[config.mk]
export PLATFORM = sky130hd
export DESIGN_NAME = agnus_top
export DESIGN_NICKNAME = d
export VERILOG_FILES = /design/src/chip_bus_pkg.sv /design/src/chipset_regs_pkg.sv /design/src/dma_bus_if.sv /design/src/agnus_top.sv /design/src/beam_slot_counter.sv /design/src/bus_arbiter.sv /design/src/dma_control.sv
export SDC_FILE = /design/constraint.sdc
export NUM_CORES = 1
export LEC_CHECK = 0
export BUFFER_PORTS_ARGS = -buffer_cell sky130_fd_sc_hd__buf_4
export CORE_AREA = 4 4 104 106
export DETAILED_ROUTE_END_ITERATION = 6
export DIE_AREA = 0 0 108 110
export PLACE_DENSITY = 0.66
export RECOVER_POWER = 25
export SYNTH_ARGS = -nofsm -noshare
export SYNTH_HDL_FRONTEND = slang
export SYNTH_HIERARCHICAL = 1
export SYNTH_SLANG_ARGS = --single-unit
[constraint.sdc]
create_clock -name clk -period 6.97 [get_ports clk]
set_clock_uncertainty 0.1 [all_clocks]
set_input_delay 0.3485 -clock clk [delete_from_list [all_inputs] [get_ports clk]]
set_output_delay 0.3485 -clock clk [all_outputs]
set_load 0.01 [all_outputs]
[src/chip_bus_pkg.sv]
package chip_bus_pkg;

  // ------------------------------------------------------------------
  // chip bus widths
  // ------------------------------------------------------------------

  localparam int CHIP_ADDR_W = 20;  // word address bits 20..1
  localparam int REG_ADDR_W  = 8;   // 256 custom registers
  localparam int DATA_W      = 16;  // data bus

  // chip memory word address, byte bit 0 not carried
  typedef logic [CHIP_ADDR_W:1] chip_addr_t;

  // custom register word address
  typedef logic [REG_ADDR_W:1]  reg_addr_t;

  typedef logic [DATA_W-1:0]    data_word_t;

  // no register selected on the register bus
  localparam reg_addr_t REG_IDLE = '1;

  // ------------------------------------------------------------------
  // bus owners, highest priority first
  // ------------------------------------------------------------------

  typedef enum logic [2:0] {
    CHAN_DSK = 3'd0,  // disk dma, never held off
    CHAN_REF = 3'd1,  // memory refresh slots
    CHAN_AUD = 3'd2,  // audio dma
    CHAN_BPL = 3'd3,  // bitplane dma
    CHAN_SPR = 3'd4,  // sprite dma
    CHAN_COP = 3'd5,  // copper
    CHAN_BLT = 3'd6,  // blitter, subject to slowdown
    CHAN_CPU = 3'd7   // bus left to the cpu
  } dma_chan_e;

endpackage

[src/chipset_regs_pkg.sv]
package chipset_regs_pkg;

  // ------------------------------------------------------------------
  // custom register word addresses
  // ------------------------------------------------------------------

  localparam chip_bus_pkg::reg_addr_t DMACON_ADDR  = 8'h4B;  // byte 0x096
  localparam chip_bus_pkg::reg_addr_t DMACONR_ADDR = 8'h01;  // byte 0x002

  // ------------------------------------------------------------------
  // DMACON layout
  // ------------------------------------------------------------------

  localparam int DMACON_W   = 13;  // stored bits 12..0
  localparam int BLTPRI_BIT = 10;  // blitter nasty
  localparam int DMAEN_BIT  = 9;   // master enable
  localparam int BPLEN_BIT  = 8;
  localparam int COPEN_BIT  = 7;
  localparam int BLTEN_BIT  = 6;
  localparam int SPREN_BIT  = 5;
  localparam int SETCLR_BIT = 15;  // in the written word only

  // ------------------------------------------------------------------
  // line timing
  // ------------------------------------------------------------------

  localparam int HPOS_W             = 9;
  localparam int LINE_SLOTS         = 454;  // bus slots per video line
  localparam int REFRESH_SLOT_FIRST = 9;    // refresh on odd slots 9..15
  localparam int REFRESH_SLOT_COUNT = 4;

  // blitter slowdown, missed cpu cycles before the blitter backs off
  localparam int BLS_CNT_MAX = 3;
  localparam int BLS_CNT_W   = 2;

endpackage

[src/dma_bus_if.sv]
`timescale 1ns/1ps

// one dma channel's request toward the chip bus arbiter
interface dma_bus_if;
  import chip_bus_pkg::*;

  chip_addr_t address;      // chip memory word address
  reg_addr_t  reg_address;  // destination register of the fetched word
  logic       write;        // memory write cycle (disk and blitter only)
  logic       valid;        // channel wants this slot
  logic       ready;        // slot granted in this same cycle

  // dma engine side
  modport source (
    output address, reg_address, write, valid,
    input  ready
  );

  // arbiter side
  modport arbiter (
    input  address, reg_address, write, valid,
    output ready
  );

endinterface

[src/agnus_top.sv]
`timescale 1ns/1ps

module agnus_top (
  input  logic                                clk,
  input  logic                                reset,
  // cpu register bus
  input  logic                                aen,
  input  logic                                rd,
  input  logic                                hwr,
  input  logic                                lwr,
  input  chip_bus_pkg::reg_addr_t             address_in,
  input  chip_bus_pkg::data_word_t            data_in,
  output chip_bus_pkg::data_word_t            data_out,
  // chip bus
  output chip_bus_pkg::chip_addr_t            address_out,
  output chip_bus_pkg::reg_addr_t             reg_address_out,
  output logic                                cpu_custom,
  output logic                                dbr,
  output logic                                dbwe,
  output logic [chipset_regs_pkg::HPOS_W-1:0] hpos,
  output logic                                bltpri,
  // blitter status and throttle
  input  logic                                blit_busy,
  input  logic                                blit_zero,
  input  logic                                bls,
  input  logic                                turbo,
  // disk, audio, bitplane slots
  input  logic                                dsk_dma,
  input  chip_bus_pkg::chip_addr_t            dsk_address,
  input  chip_bus_pkg::reg_addr_t             dsk_reg_address,
  input  logic                                dsk_wr,
  input  logic                                aud_dma,
  input  chip_bus_pkg::chip_addr_t            aud_address,
  input  chip_bus_pkg::reg_addr_t             aud_reg_address,
  input  logic                                bpl_dma,
  input  chip_bus_pkg::chip_addr_t            bpl_address,
  input  chip_bus_pkg::reg_addr_t             bpl_reg_address,
  // sprite, copper, blitter request/ack
  input  logic                                spr_req,
  input  chip_bus_pkg::chip_addr_t            spr_address,
  input  chip_bus_pkg::reg_addr_t             spr_reg_address,
  output logic                                spr_ack,
  input  logic                                cop_req,
  input  chip_bus_pkg::chip_addr_t            cop_address,
  input  chip_bus_pkg::reg_addr_t             cop_reg_address,
  output logic                                cop_ack,
  input  logic                                blt_req,
  input  chip_bus_pkg::chip_addr_t            blt_address,
  input  chip_bus_pkg::reg_addr_t             blt_reg_address,
  input  logic                                blt_we,
  output logic                                blt_ack
);
  import chip_bus_pkg::*;

  logic      refresh;          // refresh slot flag
  logic      bplen;
  logic      copen;
  logic      blten;
  logic      spren;
  reg_addr_t cpu_reg_address;  // cpu side of the register bus
  reg_addr_t reg_address;      // selected register, seen by dma_control

  dma_bus_if dsk_bus ();
  dma_bus_if aud_bus ();
  dma_bus_if bpl_bus ();
  dma_bus_if spr_bus ();
  dma_bus_if cop_bus ();
  dma_bus_if blt_bus ();

  // cpu address decode, idle unless a bus cycle is running
  assign cpu_reg_address = (aen && (rd || hwr || lwr)) ? address_in : REG_IDLE;
  assign reg_address_out = reg_address;

  // ------------------------------------------------------------------
  // pack plain request ports into channel buses
  // ------------------------------------------------------------------

  assign dsk_bus.valid       = dsk_dma;
  assign dsk_bus.address     = dsk_address;
  assign dsk_bus.reg_address = dsk_reg_address;
  assign dsk_bus.write       = dsk_wr;
  assign aud_bus.valid       = aud_dma;
  assign aud_bus.address     = aud_address;
  assign aud_bus.reg_address = aud_reg_address;
  assign aud_bus.write       = 1'b0;             // read only channel
  assign bpl_bus.valid       = bpl_dma;
  assign bpl_bus.address     = bpl_address;
  assign bpl_bus.reg_address = bpl_reg_address;
  assign bpl_bus.write       = 1'b0;
  assign spr_bus.valid       = spr_req;
  assign spr_bus.address     = spr_address;
  assign spr_bus.reg_address = spr_reg_address;
  assign spr_bus.write       = 1'b0;
  assign cop_bus.valid       = cop_req;
  assign cop_bus.address     = cop_address;
  assign cop_bus.reg_address = cop_reg_address;
  assign cop_bus.write       = 1'b0;
  assign blt_bus.valid       = blt_req;
  assign blt_bus.address     = blt_address;
  assign blt_bus.reg_address = blt_reg_address;
  assign blt_bus.write       = blt_we;

  assign spr_ack = spr_bus.ready;
  assign cop_ack = cop_bus.ready;
  assign blt_ack = blt_bus.ready;

  // ------------------------------------------------------------------
  // blocks
  // ------------------------------------------------------------------

  beam_slot_counter u_beam (
    .clk     (clk),
    .reset   (reset),
    .hpos    (hpos),
    .refresh (refresh)
  );

  dma_control u_dmacon (
    .clk         (clk),
    .reset       (reset),
    .reg_address (reg_address),
    .data_in     (data_in),
    .blit_busy   (blit_busy),
    .blit_zero   (blit_zero),
    .data_out    (data_out),
    .bplen       (bplen),
    .copen       (copen),
    .blten       (blten),
    .spren       (spren),
    .bltpri      (bltpri)
  );

  bus_arbiter u_arb (
    .clk             (clk),
    .reset           (reset),
    .hpos            (hpos),
    .refresh         (refresh),
    .turbo           (turbo),
    .bls             (bls),
    .bplen           (bplen),
    .copen           (copen),
    .blten           (blten),
    .spren           (spren),
    .bltpri          (bltpri),
    .cpu_reg_address (cpu_reg_address),
    .dsk             (dsk_bus.arbiter),
    .aud             (aud_bus.arbiter),
    .bpl             (bpl_bus.arbiter),
    .spr             (spr_bus.arbiter),
    .cop             (cop_bus.arbiter),
    .blt             (blt_bus.arbiter),
    .address_out     (address_out),
    .reg_address     (reg_address),
    .cpu_custom      (cpu_custom),
    .dbr             (dbr),
    .dbwe            (dbwe)
  );

endmodule

[src/beam_slot_counter.sv]
`timescale 1ns/1ps

module beam_slot_counter (
  input  logic                                clk,
  input  logic                                reset,
  output logic [chipset_regs_pkg::HPOS_W-1:0] hpos,     // bus slot in line
  output logic                                refresh   // memory refresh slot
);
  import chipset_regs_pkg::*;

  logic              line_end;    // last slot of the line
  logic [HPOS_W-1:0] ref_offset;  // distance from first refresh slot

  assign line_end = (hpos == HPOS_W'(LINE_SLOTS - 1));

  // ------------------------------------------------------------------
  // horizontal slot counter, one slot per clk
  // ------------------------------------------------------------------

  always_ff @(posedge clk) begin
    if (reset)
      hpos <= '0;
    else if (line_end)
      hpos <= '0;                      // wrap to start of next line
    else
      hpos <= hpos + HPOS_W'(1);
  end

  // refresh takes every other slot starting at REFRESH_SLOT_FIRST
  // offset wraps around below the first slot, so the lower bound is kept
  assign ref_offset = hpos - HPOS_W'(REFRESH_SLOT_FIRST);

  assign refresh = (hpos >= HPOS_W'(REFRESH_SLOT_FIRST)) &&
                   !ref_offset[0] &&    // same phase as first slot
                   (ref_offset[HPOS_W-1:1] < (HPOS_W-1)'(REFRESH_SLOT_COUNT));

endmodule

[src/bus_arbiter.sv]
`timescale 1ns/1ps

module bus_arbiter (
  input  logic                                clk,
  input  logic                                reset,
  input  logic [chipset_regs_pkg::HPOS_W-1:0] hpos,
  input  logic                                refresh,          // refresh slot
  input  logic                                turbo,            // count every slot
  input  logic                                bls,              // cpu missed the bus
  input  logic                                bplen,
  input  logic                                copen,
  input  logic                                blten,
  input  logic                                spren,
  input  logic                                bltpri,
  input  chip_bus_pkg::reg_addr_t             cpu_reg_address,
  dma_bus_if.arbiter                          dsk,
  dma_bus_if.arbiter                          aud,
  dma_bus_if.arbiter                          bpl,
  dma_bus_if.arbiter                          spr,
  dma_bus_if.arbiter                          cop,
  dma_bus_if.arbiter                          blt,
  output chip_bus_pkg::chip_addr_t            address_out,
  output chip_bus_pkg::reg_addr_t             reg_address,
  output logic                                cpu_custom,       // cpu owns the bus
  output logic                                dbr,              // agnus owns the bus
  output logic                                dbwe              // dma memory write
);
  import chip_bus_pkg::*;
  import chipset_regs_pkg::*;

  logic                 cck;       // colour clock phase, odd slots
  logic [BLS_CNT_W-1:0] bls_cnt;   // consecutive missed cpu cycles
  logic                 bls_hold;  // blitter held off
  dma_chan_e            owner;     // bus owner this cycle

  assign cck      = hpos[0];
  assign bls_hold = (bls_cnt == BLS_CNT_W'(BLS_CNT_MAX));

  // ------------------------------------------------------------------
  // blitter slowdown counter
  // ------------------------------------------------------------------

  always_ff @(posedge clk) begin
    if (reset) begin
      bls_cnt <= '0;
    end else if (!cck || turbo) begin    // even slots, or all with turbo
      if (!bls || bltpri)
        bls_cnt <= '0;                   // cpu got through, or nasty mode
      else if (!bls_hold)
        bls_cnt <= bls_cnt + BLS_CNT_W'(1);  // saturates at max
    end
  end

  // ------------------------------------------------------------------
  // fixed priority, first active source wins
  // ------------------------------------------------------------------

  always_comb begin
    if (dsk.valid)
      owner = CHAN_DSK;
    else if (refresh)
      owner = CHAN_REF;
    else if (aud.valid)
      owner = CHAN_AUD;
    else if (bpl.valid && bplen)
      owner = CHAN_BPL;
    else if (spr.valid && spren)
      owner = CHAN_SPR;
    else if (cop.valid && copen)
      owner = CHAN_COP;
    else if (blt.valid && blten && !bls_hold)
      owner = CHAN_BLT;
    else
      owner = CHAN_CPU;                  // nothing else wants the slot
  end

  // ------------------------------------------------------------------
  // address, register address and write multiplexer
  // ------------------------------------------------------------------

  always_comb begin
    address_out = '0;
    reg_address = REG_IDLE;
    dbwe        = 1'b0;
    case (owner)
      CHAN_DSK: begin
        address_out = dsk.address;
        reg_address = dsk.reg_address;
        dbwe        = dsk.write;         // disk may write memory
      end
      CHAN_REF: begin
        address_out = '0;                // refresh, no register target
      end
      CHAN_AUD: begin
        address_out = aud.address;
        reg_address = aud.reg_address;
      end
      CHAN_BPL: begin
        address_out = bpl.address;
        reg_address = bpl.reg_address;
      end
      CHAN_SPR: begin
        address_out = spr.address;
        reg_address = spr.reg_address;
      end
      CHAN_COP: begin
        address_out = cop.address;
        reg_address = cop.reg_address;
      end
      CHAN_BLT: begin
        address_out = blt.address;
        reg_address = blt.reg_address;
        dbwe        = blt.write;         // blitter may write memory
      end
      default: begin
        reg_address = cpu_reg_address;   // cpu register access passes through
      end
    endcase
  end

  assign dbr        = (owner != CHAN_CPU);
  assign cpu_custom = (owner == CHAN_CPU);

  // grants, same cycle as the winning request
  assign dsk.ready = (owner == CHAN_DSK);
  assign aud.ready = (owner == CHAN_AUD);
  assign bpl.ready = (owner == CHAN_BPL);
  assign spr.ready = (owner == CHAN_SPR);
  assign cop.ready = (owner == CHAN_COP);
  assign blt.ready = (owner == CHAN_BLT);

endmodule

[src/dma_control.sv]
`timescale 1ns/1ps

module dma_control (
  input  logic                     clk,
  input  logic                     reset,
  input  chip_bus_pkg::reg_addr_t  reg_address,  // selected register on the bus
  input  chip_bus_pkg::data_word_t data_in,
  input  logic                     blit_busy,    // blitter status for readback
  input  logic                     blit_zero,
  output chip_bus_pkg::data_word_t data_out,
  output logic                     bplen,
  output logic                     copen,
  output logic                     blten,
  output logic                     spren,
  output logic                     bltpri        // blitter nasty
);
  import chipset_regs_pkg::*;

  logic [DMACON_W-1:0] dmacon;    // dma control register
  logic [DMACON_W-1:0] wr_mask;   // bits touched by a write
  logic                wr_sel;    // DMACON addressed this cycle
  logic                rd_sel;    // DMACONR addressed this cycle

  assign wr_mask = data_in[DMACON_W-1:0];
  assign wr_sel  = (reg_address == DMACON_ADDR);
  assign rd_sel  = (reg_address == DMACONR_ADDR);

  // ------------------------------------------------------------------
  // DMACON set/clear write
  // ------------------------------------------------------------------

  always_ff @(posedge clk) begin
    if (reset) begin
      dmacon <= '0;                     // all channels off
    end else if (wr_sel) begin
      if (data_in[SETCLR_BIT])
        dmacon <= dmacon | wr_mask;     // set the marked bits
      else
        dmacon <= dmacon & ~wr_mask;    // clear the marked bits
    end
  end

  // DMACONR readback, zero top bit then blitter status
  assign data_out = rd_sel ? {1'b0, blit_busy, blit_zero, dmacon} : '0;

  // ------------------------------------------------------------------
  // channel enables, gated by the master bit
  // ------------------------------------------------------------------

  assign bplen  = dmacon[BPLEN_BIT] & dmacon[DMAEN_BIT];
  assign copen  = dmacon[COPEN_BIT] & dmacon[DMAEN_BIT];
  assign blten  = dmacon[BLTEN_BIT] & dmacon[DMAEN_BIT];
  assign spren  = dmacon[SPREN_BIT] & dmacon[DMAEN_BIT];
  assign bltpri = dmacon[BLTPRI_BIT];   // not gated by master enable

endmodule
==> results of run 1 <==
==> cells in the final DEF, fill, tap and decap left out, types with 10 or more instances in the layout <==
master,instances
o21ai_0,15
nand2_1,26
clkbuf_1,10
buf_4,256
and2_1,21
o221ai_1,11
nand3_1,13
a21oi_1,23
nor2_1,27
a222oi_1,14
nand2b_1,16
o211ai_1,12
nand3_2,10
mux2i_1,35
dfxtp_1,24
==> metrics by stage <==
step	setup WS [ns]	hold WS, ns	total power [mW]	std cells
6_report	2.033	0.2504	0.4921	750
5_1_grt	1.554	0.2391	0.5209	750
4_1_cts	1.911	0.2393	0.4980	750
3_5_place_dp	2.278	0.3649	0.3749	746
3_3_place_gp	2.364	0.3596	0.3710	746
2_1_floorplan	3.336	0.3179	0.2379	371
==> layout make-up <==
class	instances	area [µm²]	area share, %
multi-input combinational	314	2272	45.59
sequential	24	480.5	9.641
tap	133	166.4	3.339
timing repair buffer	266	1959	39.32
clock inverter	1	30.03	0.6026
clock buffer	3	41.29	0.8285
inverter	9	33.78	0.6779
==> per-layer routing <==
metal	up-vias	wire [µm]
met5	-	0
met4	0	246
met3	16	1544
met2	185	7526
met1	1851	5205
li1	1913	-
==> power groups by stage <==
stage | Sequential [mW] | Clock (mW) | Combinational, mW
2_1_floorplan | 0.148 | 0 | 0.0894
6_report | 0.145 | 0.122 | 0.224
3_3_place_gp | 0.148 | 0 | 0.223
4_1_cts | 0.145 | 0.125 | 0.227
5_1_grt | 0.146 | 0.132 | 0.243
3_5_place_dp | 0.148 | 0 | 0.226
==> tightest hold or removal path, delay by kind of cell <==
family / cells / cell delay, ns
mux: 1 / 0.06
simple gates: 1 / 0.05
buf+inv: 1 / 0.11
==> worst max path at each step <==
stage / end / slack [ns] / cells after the start
5_1_grt: data_out[10] / 1.55 / 13
6_report: data_out[2] / 2.03 / 13
3_5_place_dp: data_out[0] / 2.28 / 13
3_3_place_gp: data_out[0] / 2.36 / 13
2_1_floorplan: data_out[10] / 3.34 / 16
4_1_cts: data_out[0] / 1.91 / 13
==> results.sh, run 1 <==
export IMPL_cts_root_buffer="clkbuf_8"
export IMPL_vias=3965
export IMPL_maxCapViolCount=0
export IMPL_fillerInstances=975
export IMPL_top_level_ports=270
export IMPL_cell_internal_pwr_uw=348.9
export IMPL_drtIter0Drc=326
export IMPL_grt_pass1_vias=3884
export IMPL_cp_end_kind="output pin"
export IMPL_pwr_share_comb_pct=45.6
export IMPL_grt_start_max_net_pins=39
export IMPL_area_growth_pct=65.13
export IMPL_setup_worst_path_start="u_beam/hpos[0]"
export IMPL_critical_path_class="reg2out"
export IMPL_failed_checks="DRC"
export IMPL_reg2regPathDepth=13
export IMPL_die_area_mm2=0.01188
export IMPL_cts_sinks=24
export IMPL_tightest_slew_ns=0.9650
export IMPL_detail_route_wl_per_cell_um=19.36
export IMPL_layout_worst_path_cycle_share_pct=70.83
export IMPL_cts_resized_gates=0
export IMPL_clkLatencyLatePin_ns=0.27
export IMPL_rrSetupSlack_ns=2.66
export IMPL_antenna_found_initial=0
export IMPL_cp_max_fo=20
export IMPL_synth_cells=371
export IMPL_layout_drive_gt1_share_pct=46.84
export IMPL_slowest_delay_ns=0.71
export IMPL_max_freq_mhz=202.6
export IMPL_rr_startpoint="u_beam/hpos[0]"
export IMPL_hold_depth=3
export IMPL_drcViolationCount=22
export IMPL_switchingPower_uw=143.3
export IMPL_n_antenna_cell=0
export IMPL_slew_headroom_pct=35.67
export IMPL_htree_levels=1
export IMPL_startpoint_type="flip-flop"
export IMPL_globalRoute_busiestLayer="met2"
export IMPL_p_seq_share_pct=29.5
export IMPL_finalNetCount=832
export IMPL_grt_use_met1_pct=25.72
export IMPL_clock_path_buffers=2
export IMPL_drtAntennaViolNets=0
export IMPL_start_util_pct=30.88
export IMPL_rows=36
export IMPL_critPathBufInv=2
export IMPL_design_area_mm2=0.004984
export IMPL_drt_total_wl_um=14520
export IMPL_dr_pass1_iters=7
export IMPL_syn_area_per_cell_um2=8.134
export IMPL_switching_share_pct=29.11
export IMPL_clkPwrFrac_pct=24.9
export IMPL_cts_tree="done"
export IMPL_yosysWarningCount=6
export IMPL_min_period_ns=4.937
export IMPL_rsz0062_at_grt="false"
export IMPL_numCtsBuffers=3
export IMPL_hold_path_class="in2reg"
export IMPL_crit_slowest_cell="nor2_1"
export IMPL_crit_family="simple AND/OR/NAND/NOR gates"
export IMPL_gp_congestion=0.8124
export IMPL_dieWidth_um=108
export IMPL_dpl_cell_area_mm2=0.004967
export IMPL_power_density_mw_per_mm2=98.75
export IMPL_use_met2_pct=40.76
export IMPL_grt_pass1_wl_um=20960
export IMPL_numPortBuffers=266
export IMPL_via_per_inst=5.287
export IMPL_status="complete, but fails checks"
export IMPL_required_ns=6.52
export IMPL_finalHoldViolations=0
export IMPL_die_y_um=110
export IMPL_post_cts_buffers=0
export IMPL_min_from="data_in[10]"
export IMPL_grt_usage_pct=22.29
export IMPL_slew_viol_final=0
export IMPL_utilization_pct=50.99
export IMPL_crit_chain="inv_1 -> ha_1 -> and2b_2 -> xnor2_1 -> nor2_1 -> a2111oi_4 -> nand2_1 -> a21oi_1 -> o32a_1 -> nor4_1 -> and3_1 -> and2_1 -> buf_4"
export IMPL_clk_pin_slew_ns=0.09
export IMPL_grtUsageMet3_pct=6.232
export IMPL_p_leak_nw=2.310
export IMPL_arrival_ns=4.49
export IMPL_ctsHoldBuffers=0
export IMPL_post_dp_hpwl_um=11850
export IMPL_setup_violations=0
export IMPL_core_mm2=0.009774
export IMPL_setup_tns_ns=0
export IMPL_ir_drop_uv=134.3
export IMPL_grt_ovfl_total=0
export IMPL_syn_area_mm2=0.003018
export IMPL_syn_num_nets=585
(Power assumes the default switching activity.)
==> run 2, diff against run 1 <==
--- a/config.mk
+++ b/config.mk
@@ -6,10 +6,10 @@
 export NUM_CORES = 1
 export LEC_CHECK = 0
 export BUFFER_PORTS_ARGS = -buffer_cell sky130_fd_sc_hd__buf_4
-export CORE_AREA = 4 4 104 106
+export CORE_AREA = 4 4 101 103
 export DETAILED_ROUTE_END_ITERATION = 6
-export DIE_AREA = 0 0 108 110
-export PLACE_DENSITY = 0.66
+export DIE_AREA = 0 0 105 107
+export PLACE_DENSITY = 0.72
 export RECOVER_POWER = 25
 export SYNTH_ARGS = -nofsm -noshare
 export SYNTH_HDL_FRONTEND = slang
==> constraint.sdc (replaced) <==
create_clock -name clk -period 4.1 [get_ports clk]
set_clock_uncertainty 0.1 [all_clocks]
set_input_delay 0.205 -clock clk [delete_from_list [all_inputs] [get_ports clk]]
set_output_delay 0.205 -clock clk [all_outputs]
set_load 0.01 [all_outputs]
==> results.sh, run 2 (synthesized netlist as in run 1, its figures left out) <==
export IMPL_p_leak_nw=2.329
export IMPL_startpoint_type="flip-flop"
export IMPL_finalNetCount=838
export IMPL_rsz0062_at_grt="false"
export IMPL_max_freq_mhz=264.0
export IMPL_rrSetupSlack_ns=0.41
export IMPL_die_y_um=107
export IMPL_detail_route_wl_per_cell_um=19.87
export IMPL_htree_levels=1
export IMPL_ctsHoldBuffers=0
export IMPL_status="complete, but fails checks"
export IMPL_arrival_ns=3.48
export IMPL_slew_viol_final=0
export IMPL_maxCapViolCount=0
export IMPL_layout_drive_gt1_share_pct=48.07
export IMPL_ir_drop_uv=215.3
export IMPL_finalHoldViolations=0
export IMPL_final_cell_mix="263 x buf_4, 35 x mux2i_1, 27 x nor2_1, 26 x nand2_1"
export IMPL_grt_start_max_net_pins=39
export IMPL_rows=35
export IMPL_grt_usage_pct=23.26
export IMPL_cp_end_kind="output pin"
export IMPL_numPortBuffers=266
export IMPL_die_area_mm2=0.01124
export IMPL_power_density_mw_per_mm2=153.9
export IMPL_required_ns=3.80
export IMPL_cp_max_fo=15
export IMPL_utilization_pct=54.27
export IMPL_dr_pass1_iters=7
export IMPL_cts_root_buffer="clkbuf_8"
export IMPL_via_per_inst=5.389
export IMPL_layout_worst_path_cycle_share_pct=92.40
export IMPL_vias=3950
export IMPL_drtAntennaViolNets=0
export IMPL_critical_path_class="reg2out"
export IMPL_failed_checks="DRC"
export IMPL_slew_headroom_pct=49.87
export IMPL_core_mm2=0.009196
export IMPL_grt_ovfl_total=0
export IMPL_hold_path_class="in2reg"
export IMPL_clock_path_buffers=2
export IMPL_post_dp_hpwl_um=12240
export IMPL_numCtsBuffers=3
export IMPL_drt_total_wl_um=14570
export IMPL_cts_sinks=24
export IMPL_gp_congestion=0.9502
export IMPL_setup_violations=0
export IMPL_reg2regPathDepth=14
export IMPL_start_util_pct=32.82
export IMPL_clk_pin_slew_ns=0.08
export IMPL_tightest_slew_ns=0.7456
export IMPL_top_level_ports=270
export IMPL_grt_pass1_vias=3876
export IMPL_rr_startpoint="u_beam/hpos[1]"
export IMPL_cts_tree="done"
export IMPL_antenna_found_initial=0
export IMPL_min_period_ns=3.788
export IMPL_clkLatencyLatePin_ns=0.26
export IMPL_grt_pass1_wl_um=21200
export IMPL_final_common_cell="buf_4"
export IMPL_drtIter0Drc=296
export IMPL_min_from="data_in[11]"
export IMPL_hold_depth=3
export IMPL_area_growth_pct=65.38
export IMPL_n_antenna_cell=0
export IMPL_drcViolationCount=4
export IMPL_dieWidth_um=105
export IMPL_setup_tns_ns=0
## run 2: changes by cell type in the layout (fill, tap and decap cells not counted), sizes merged
cell	delta
buf	+7
bufinv	-1
clkbuf	-1
## run 2: per-layer routing
metal  vias to the layer above  track usage, %  wire (µm)
met3                        16           6.442       1218
met5                         -               0          0
met1                      1839           25.98       5579
met4                         0           4.217        192
li1                       1922               -          -
met2                       173           44.18       7575
## run 2: worst max-delay path by stage
stage	startpoint	slack [ns]	end	depth (start not counted)
after floorplan	u_beam/hpos[0]	0.61	data_out[10]	16
after global placement	u_beam/hpos[0]	0.29	data_out[1]	14
after detailed placement	u_beam/hpos[0]	0.20	data_out[7]	14
after CTS	u_beam/hpos[0]	0.04	data_out[7]	14
after global routing	u_beam/hpos[1]	0.02	data_out[2]	15
final	u_beam/hpos[1]	0.31	data_out[7]	15
## run 2: per-stage QoR
stage	area [µm²]	std cells	hold WS, ns	setup WS, ns	total power, mW
floorplan	3018	371	0.1744	0.6094	0.4044
global placement	4985	730	0.3583	0.2885	0.6328
detailed placement	4985	730	0.3696	0.1991	0.6383
CTS	5027	733	0.1054	0.03839	0.7754
global route	4991	733	0.1043	0.01999	0.8114
finish	4991	733	0.1122	0.3115	0.7680
## run 2: repair_timing
action                     CTS  global route
setup endpoints to repair   15            15
resized for setup            1             4
buffers inserted             0             0
## run 2: critical path, cell delays in order (launching register included)
cell and delay, ns:
dfxtp_1 0.43, inv_1 0.09, ha_1 0.18, and2b_2 0.19
xnor2_1 0.13, nor2_1 0.06, buf_4 0.18, mux2_2 0.28
a311oi_1 0.36, o211ai_1 0.19, a221oi_1 0.26, a211oi_1 0.13
nor3_1 0.16, and3_4 0.30, and2_1 0.16, buf_4 0.12
## run 2: power by group
part	internal, mW	total [mW]	switching [mW]
Sequential	0.239	0.248	0.00891
Clock	0.0656	0.136	0.0708
Combinational	0.227	0.384	0.157
## run 2: cell type report
class / count / area, µm²
flip-flops and latches: 24 / 481.7
well taps: 111 / 138.9
fillers: 872 / 4205
clock buffers: 3 / 41.29
multi-input cells: 314 / 2287
repair buffers: 272 / 2008
inverters: 9 / 33.78
